`src/noc_pkg.sv`:
```
package noc_pkg;

	//////////////////////////////////////////////////
	// core word layout
	//////////////////////////////////////////////////

	localparam int route_w   = 10;                          // router address
	localparam int code_w    = 8;
	localparam int data_w    = 24;
	localparam int word_w    = route_w + code_w + data_w;   // 42
	localparam int payload_w = 30;                          // low bits that get routed

	//////////////////////////////////////////////////
	// flit layout
	//////////////////////////////////////////////////

	localparam int slice_w  = 10;         // payload bits per data flit
	localparam int flit_w   = 11;
	localparam int tail_bit = 10;         // msb, last flit of a packet

	// flit fifo sizing
	localparam int fifo_depth = 8;
	localparam int fifo_ptr_w = $clog2(fifo_depth);
	localparam logic [fifo_ptr_w:0] fifo_full_count = fifo_depth[fifo_ptr_w:0];

	// serializer fsm encoding
	localparam int st_w = 3;
	localparam logic [st_w-1:0] st_idle   = 3'd0;
	localparam logic [st_w-1:0] st_header = 3'd1;
	localparam logic [st_w-1:0] st_slice1 = 3'd2; // payload 29:20
	localparam logic [st_w-1:0] st_slice2 = 3'd3; // payload 19:10
	localparam logic [st_w-1:0] st_slice3 = 3'd4; // payload 9:0, tail decided here

	// the same 42 bits, seen as fields or as route plus routed payload
	typedef union packed {
		struct packed {
			logic [route_w-1:0] route;
			logic [code_w-1:0]  code;
			logic [data_w-1:0]  data;
		} f;
		struct packed {
			logic [word_w-payload_w-1:0] unused;    // route and top code bits
			logic [payload_w-1:0]        payload;
		} r;
	} core_word_t;

endpackage

```
`src/wb_core_port.sv`:
```
`timescale 1ns/1ps

module wb_core_port (
	input  logic                clk,
	input  logic                reset,

	// wishbone classic slave
	input  logic                wb_cyc,
	input  logic                wb_stb,
	input  logic                wb_we,
	input  logic                wb_adr,
	input  logic [31:0]         wb_dat_w,
	output logic                wb_ack,
	output logic [31:0]         wb_dat_r,

	// word channel to serializer
	output noc_pkg::core_word_t word,
	output logic                word_valid,
	input  logic                word_ack
);

	logic [noc_pkg::code_w+noc_pkg::data_w-1:0] low_q; // code + data, waits for commit
	logic req;
	logic is_commit;
	logic slot_free;
	logic ack_now;
	logic low_wr;
	logic commit;

	//////////////////////////////////////////////////
	// bus decode
	//////////////////////////////////////////////////

	assign req       = wb_cyc && wb_stb && !wb_ack;   // no second ack in the ack cycle
	assign is_commit = wb_we && wb_adr;               // high half write
	assign slot_free = !word_valid || word_ack;       // staged word leaving this cycle

	// commit waits on the staging slot, everything else acks next cycle
	assign ack_now = req && (!is_commit || slot_free);
	assign low_wr  = ack_now && wb_we && !wb_adr;
	assign commit  = ack_now && is_commit;

	// status word, bit 0 = word still staged
	assign wb_dat_r = {31'd0, word_valid};

	always_ff @(posedge clk) begin
		if (reset) begin
			wb_ack <= 1'b0;
		end else begin
			wb_ack <= ack_now; // single cycle pulse
		end
	end

	//////////////////////////////////////////////////
	// staging register
	//////////////////////////////////////////////////

	always_ff @(posedge clk) begin
		if (low_wr)
			low_q <= wb_dat_w; // low half, all of code and data
	end

	// word only changes on commit, so it holds while valid
	always_ff @(posedge clk) begin
		if (commit) begin
			word.f.route <= wb_dat_w[noc_pkg::route_w-1:0];
			word.f.code  <= low_q[noc_pkg::code_w+noc_pkg::data_w-1:noc_pkg::data_w];
			word.f.data  <= low_q[noc_pkg::data_w-1:0];
		end
	end

	always_ff @(posedge clk) begin
		if (reset) begin
			word_valid <= 1'b0;
		end else if (commit) begin
			word_valid <= 1'b1; // wins over a same cycle ack
		end else if (word_ack) begin
			word_valid <= 1'b0;
		end
	end

	// master holds cyc/stb until it sees ack
	a_ack_in_cycle: assert property (@(posedge clk) disable iff (reset)
		wb_ack |-> (wb_cyc && wb_stb))
		else $error("wb_ack high outside a bus cycle");

endmodule

```
`src/flit_serializer.sv`:
```
`timescale 1ns/1ps

module flit_serializer (
	input  logic                       clk,
	input  logic                       reset,

	// word channel from bus port
	input  noc_pkg::core_word_t        word,
	input  logic                       word_valid,
	output logic                       word_ack,

	// fifo write side
	output logic [noc_pkg::flit_w-1:0] fifo_data,
	output logic                       fifo_wr,
	input  logic                       fifo_full
);

	logic [noc_pkg::st_w-1:0]      state;
	logic [noc_pkg::st_w-1:0]      next_state;
	logic [noc_pkg::route_w-1:0]   header_q;   // route of the open packet
	logic [noc_pkg::payload_w-1:0] payload_q;  // word being sliced
	logic                          same_route;
	logic                          advance;
	logic                          load;

	// next word can ride in the open packet
	assign same_route = word_valid && (word.f.route == header_q);

	// one flit per cycle and stall in place on full
	assign advance = (state != noc_pkg::st_idle) && !fifo_full;
	assign fifo_wr = advance;

	//////////////////////////////////////////////////
	// state machine
	//////////////////////////////////////////////////

	always_comb begin
		next_state = state;
		case (state)
			noc_pkg::st_idle:
				if (word_valid)
					next_state = noc_pkg::st_header;
			noc_pkg::st_header:
				if (advance)
					next_state = noc_pkg::st_slice1;
			noc_pkg::st_slice1:
				if (advance)
					next_state = noc_pkg::st_slice2;
			noc_pkg::st_slice2:
				if (advance)
					next_state = noc_pkg::st_slice3;
			noc_pkg::st_slice3:
				if (advance) begin
					if (same_route)
						next_state = noc_pkg::st_slice1;  // merge without a new header
					else if (word_valid)
						next_state = noc_pkg::st_header;  // new route opens a new packet
					else
						next_state = noc_pkg::st_idle;
				end
			default:
				next_state = noc_pkg::st_idle;
		endcase
	end

	always_ff @(posedge clk) begin
		if (reset)
			state <= noc_pkg::st_idle;
		else
			state <= next_state;
	end

	// pick up a word from idle or straight after the last slice
	assign load = word_valid && ((state == noc_pkg::st_idle) ||
		(state == noc_pkg::st_slice3 && advance));

	always_ff @(posedge clk) begin
		if (load) begin
			header_q  <= word.f.route;
			payload_q <= word.r.payload;
		end
	end

	//////////////////////////////////////////////////
	// flit mux
	//////////////////////////////////////////////////

	always_comb begin
		fifo_data = '0;
		word_ack  = 1'b0;
		case (state)
			noc_pkg::st_header: begin
				fifo_data[noc_pkg::route_w-1:0] = header_q; // tail clear
			end
			noc_pkg::st_slice1: begin
				fifo_data[noc_pkg::slice_w-1:0] =
					payload_q[noc_pkg::payload_w-1 -: noc_pkg::slice_w];
				word_ack = advance; // word is latched so the slot can go
			end
			noc_pkg::st_slice2: begin
				fifo_data[noc_pkg::slice_w-1:0] =
					payload_q[noc_pkg::payload_w-noc_pkg::slice_w-1 -: noc_pkg::slice_w];
			end
			noc_pkg::st_slice3: begin
				fifo_data[noc_pkg::slice_w-1:0] = payload_q[noc_pkg::slice_w-1:0];
				fifo_data[noc_pkg::tail_bit]    = !same_route; // open packet stays open
			end
			default: begin
				fifo_data = '0;
			end
		endcase
	end

	// bus port must still be offering the word we consume
	a_ack_valid: assert property (@(posedge clk) disable iff (reset)
		word_ack |-> word_valid)
		else $error("word_ack without word_valid");

endmodule

```
`src/flit_fifo.sv`:
```
`timescale 1ns/1ps

module flit_fifo (
	input  logic                       clk,
	input  logic                       reset,

	// write side, from serializer
	input  logic [noc_pkg::flit_w-1:0] fifo_data,
	input  logic                       fifo_wr,
	output logic                       fifo_full,

	// router side
	output logic [noc_pkg::flit_w-1:0] flit_data,
	output logic                       flit_valid,
	input  logic                       flit_ready
);

	logic [noc_pkg::flit_w-1:0]     mem [noc_pkg::fifo_depth];
	logic [noc_pkg::fifo_ptr_w-1:0] wr_ptr;
	logic [noc_pkg::fifo_ptr_w-1:0] rd_ptr;
	logic [noc_pkg::fifo_ptr_w:0]   count;    // one extra bit for full
	logic                           rd;

	//////////////////////////////////////////////////
	// flags and read port
	//////////////////////////////////////////////////

	assign fifo_full  = (count == noc_pkg::fifo_full_count);
	assign flit_valid = (count != '0);
	assign flit_data  = mem[rd_ptr];      // registered storage, no bypass
	assign rd         = flit_valid && flit_ready;

	//////////////////////////////////////////////////
	// storage and pointers
	//////////////////////////////////////////////////

	always_ff @(posedge clk) begin
		if (fifo_wr)
			mem[wr_ptr] <= fifo_data;
	end

	// depth is a power of two, pointers wrap on their own
	always_ff @(posedge clk) begin
		if (reset) begin
			wr_ptr <= '0;
			rd_ptr <= '0;
		end else begin
			if (fifo_wr)
				wr_ptr <= wr_ptr + 1'b1;
			if (rd)
				rd_ptr <= rd_ptr + 1'b1;
		end
	end

	always_ff @(posedge clk) begin
		if (reset) begin
			count <= '0;
		end else begin
			case ({fifo_wr, rd})
				2'b10:   count <= count + 1'b1;
				2'b01:   count <= count - 1'b1;
				default: count <= count;        // both or neither
			endcase
		end
	end

	// writer only sees full, overflow would drop a flit silently
	a_no_overflow: assert property (@(posedge clk) disable iff (reset)
		fifo_full |-> !fifo_wr)
		else $error("flit fifo overflow");

endmodule

```
`src/noc_injector_top.sv`:
```
`timescale 1ns/1ps

module noc_injector_top (
	input  logic                       clk,
	input  logic                       reset,

	// wishbone classic slave, from the core
	input  logic                       wb_cyc,
	input  logic                       wb_stb,
	input  logic                       wb_we,
	input  logic                       wb_adr,
	input  logic [31:0]                wb_dat_w,
	output logic                       wb_ack,
	output logic [31:0]                wb_dat_r,

	// router input port
	output logic [noc_pkg::flit_w-1:0] flit_data,
	output logic                       flit_valid,
	input  logic                       flit_ready
);

	//////////////////////////////////////////////////
	// internal channels
	//////////////////////////////////////////////////

	noc_pkg::core_word_t        word;        // staged core word
	logic                       word_valid;
	logic                       word_ack;
	logic [noc_pkg::flit_w-1:0] fifo_data;
	logic                       fifo_wr;
	logic                       fifo_full;

	// decode: bus writes into words
	wb_core_port u_port (
		.clk        (clk),
		.reset      (reset),
		.wb_cyc     (wb_cyc),
		.wb_stb     (wb_stb),
		.wb_we      (wb_we),
		.wb_adr     (wb_adr),
		.wb_dat_w   (wb_dat_w),
		.wb_ack     (wb_ack),
		.wb_dat_r   (wb_dat_r),
		.word       (word),
		.word_valid (word_valid),
		.word_ack   (word_ack)
	);

	// execute: words into flits
	flit_serializer u_ser (
		.clk        (clk),
		.reset      (reset),
		.word       (word),
		.word_valid (word_valid),
		.word_ack   (word_ack),
		.fifo_data  (fifo_data),
		.fifo_wr    (fifo_wr),
		.fifo_full  (fifo_full)
	);

	// result: flit buffer toward the router
	flit_fifo u_fifo (
		.clk        (clk),
		.reset      (reset),
		.fifo_data  (fifo_data),
		.fifo_wr    (fifo_wr),
		.fifo_full  (fifo_full),
		.flit_data  (flit_data),
		.flit_valid (flit_valid),
		.flit_ready (flit_ready)
	);

endmodule

```
`config.mk`:
```
export PLATFORM = sky130hd
export DESIGN_NAME = noc_injector_top
export DESIGN_NICKNAME = d
export VERILOG_FILES = /design/src/noc_pkg.sv /design/src/wb_core_port.sv /design/src/flit_serializer.sv /design/src/flit_fifo.sv /design/src/noc_injector_top.sv
export SDC_FILE = /design/constraint.sdc
export NUM_CORES = 1
export LEC_CHECK = 0
export ABC_AREA = 1
export ABC_CLOCK_PERIOD_IN_PS = 4300
export BUFFER_PORTS_ARGS = -buffer_cell sky130_fd_sc_hd__buf_4
export CAP_MARGIN = 20
export CORE_AREA = 10 10 132 134
export DETAILED_ROUTE_END_ITERATION = 16
export DIE_AREA = 0 0 142 144
export GPL_TIMING_DRIVEN = 0
export PLACE_DENSITY = 0.77
export SYNTH_ARGS = -nofsm -noshare
export SYNTH_HDL_FRONTEND = slang
export SYNTH_HIERARCHICAL = 1
export SYNTH_SLANG_ARGS = --single-unit
```
`constraint.sdc`:
```
create_clock -name clk -period 4.3 [get_ports clk]
set_input_delay 0.86 -clock clk [delete_from_list [all_inputs] [get_ports clk]]
set_output_delay 0.86 -clock clk [all_outputs]
set_load 0.05 [all_outputs]
```
==> results.md <==
- Syn-to-layout area delta: 17.9%
- Share of cells above drive strength 1: 20.3%
- Port Buffers: 50
- DRC viols: 0
- Cell area after placement: 0.00929 mm2
- Critical path arrival: 1.98 ns
- Min-delay src: u_port/word[6]$_DFFE_PP_
- Synthesized area: 0.00848 mm2
- CTS Root Cell: clkbuf_16
- Leakage: 3.77 nW
- Cts hold-fix bufs: 0
- Reg clk slew, reported paths: 0.06 ns
- Drt pass-1 iters: 5
- Detail Placement HPWL: 10200 um
- Clk sinks: 216
- CP Cell Sequence: buf_2, buf_2, o21ai_0, o22ai_1, nand2_1, nand2_1, buf_4
- RSZ-0062 raised after global routing: no
- TritonCTS buffer count: 21
- HP Class: reg2reg
- Setup ws final: 1.46 ns
- Fin crit period: 2.84 ns
- Post-CTS Resized: 0
- H-tree Lvls: 1
- GP Congestion: 0.833
- Worst slew pin tran: 1.11 ns
- Clk buf depth: 3
- Vias in the first global route: 4761
- Antenna diodes: 0
- Fillers: 1004
- Slowest CP cell: dfxtp_1
- Initial Util: 57.0%
- First-pass GRT wire length: 23500 um
- Via Count: 4814
- Skew-Pair Late Insertion Delay: 0.49 ns
- Maximum achievable frequency: 352 MHz
- Total GRT Usage: 14.2%
- Crit path buf inv count: 3
- Delay-heaviest family, CP: buffers and inverters
- CP Capture Type: output port
- Syn Inst Count: 628
- Largest net degree at the start of global routing: 33
- Worst endpoint required time: 3.44 ns
- R2R Path Start: u_fifo/count[1]$_SDFFE_PP0P_
- DRT Wirelength: 14700 um
- Die X: 142 um
- Slowest Stage Delay on Critical Path: 0.30 ns
- DR WL/cell: 15.7 um
- Rel. slew slack: 25.8%
- Synth Area per Inst: 13.5 um2
- Number of max-cap violations: 0
- Drt via density: 5.14
- Nets@finish: 779
- Critical Path Fanout Max: 10
- Number of DRC markers in iteration 0: 383
- Global route total overflow: 0
- Worst slack, placed: 1.56 ns
- Critical path type: reg2out
- Total power: 5.97 mW
- Area of the core: 0.0149 mm2
- Die area: 0.0204 mm2
- Post-CTS setup buffer count: 0
- DP Cell Count: 899
- Peak supply drop: 398 uV
- Final hold vios: 0
- Initial antenna violation count: 0
- Antenna viol nets, final: 0
- Clock Skew: 0.0131 ns
- DIE HEIGHT: 144 um
- Synth warn: 6
- CTS tree: done
- Status: complete, no violations
- Final setup viols: 0
- Fin crit share: 66.1%
- Fin area: 0.00999 mm2
- Non-Filler Instances: 936
- Top Ports: 84
- Site row count: 45
- P per Cell Area: 597 mW/mm2
- Slew Limit Fails: 0
- Final setup TNS: 0 ns
- Startpoint types: flop
## flip-flops by register name (all words and copies together), names as in the netlist, named ones only
name and count:
u_fifo/mem 88, u_port/word 40, u_port/low_q 30, u_ser/payload_q 30
u_ser/header_q 10, u_fifo/count 4, u_fifo/rd_ptr 3, u_fifo/wr_ptr 3
u_ser/state 3, u_port/wb_ack 1, u_port/word_valid 1
## placed cells by master (no fill, tap or decap), types with 6 or more instances in the layout
cell	n
a21oi_1	13
buf_2	6
buf_4	84
buf_6	7
clkbuf_16	21
clkinv_1	6
conb_1	31
dfxtp_1	18
edfxtp_1	198
inv_1	37
inv_2	6
mux2i_1	11
nand2_1	104
nand3_1	11
nand4_1	6
nor2_1	64
o2111ai_1	10
o21ai_0	38
o21ai_1	11
o22ai_1	11
xnor2_1	6
## layer usage
metal  global-route usage [%]  wire length, um  up-vias
met5                        0                0        -
met2                     24.8             7580      172
met4                     4.30              264        0
li1                         -                -     2364
met1                     17.0             5810     2251
met3                     3.15             1020       27
## area by class of cell
type                       instances  area [um2]  area share, %
sequential                       216        6310           63.1
clock inverter                    12         159           1.59
tap                              188         235           2.35
buffer                            52         379           3.79
clock buffer                      24         537           5.37
inverter                          43         161           1.62
timing repair buffer              54         462           4.62
multi-input combinational        347        1750           17.6
## path summary, 6_finish.rpt
check | to | slack [ns] | cells after the start
hold reg to reg | u_ser/payload_q[6]$_DFFE_PP_ | 0.42 | 0
setup reg to reg | u_fifo/count[2]$_SDFFE_PP0P_ | 1.54 | 12
setup / recovery | flit_data[10] | 1.46 | 7
hold / removal | u_ser/payload_q[6]$_DFFE_PP_ | 0.42 | 0
## per-stage QoR
stage / utilization (%) / hold slack (ns)
floorplan: - / 0.400
global placement: 61.9 / 0.401
detailed placement: 62.5 / 0.405
CTS: 67.2 / 0.413
global route: 67.2 / 0.420
finish: 67.2 / 0.415
## report_power, final
| group | internal (mW) | switching (mW) | leakage, nW |
|---|---|---|---|
| Combinational | 0.464 | 1.07 | 1.48 |
| Clock | 1.13 | 0.700 | 0.333 |
| Sequential | 2.54 | 0.0573 | 1.96 |
Power figures use the tool's default switching activity.
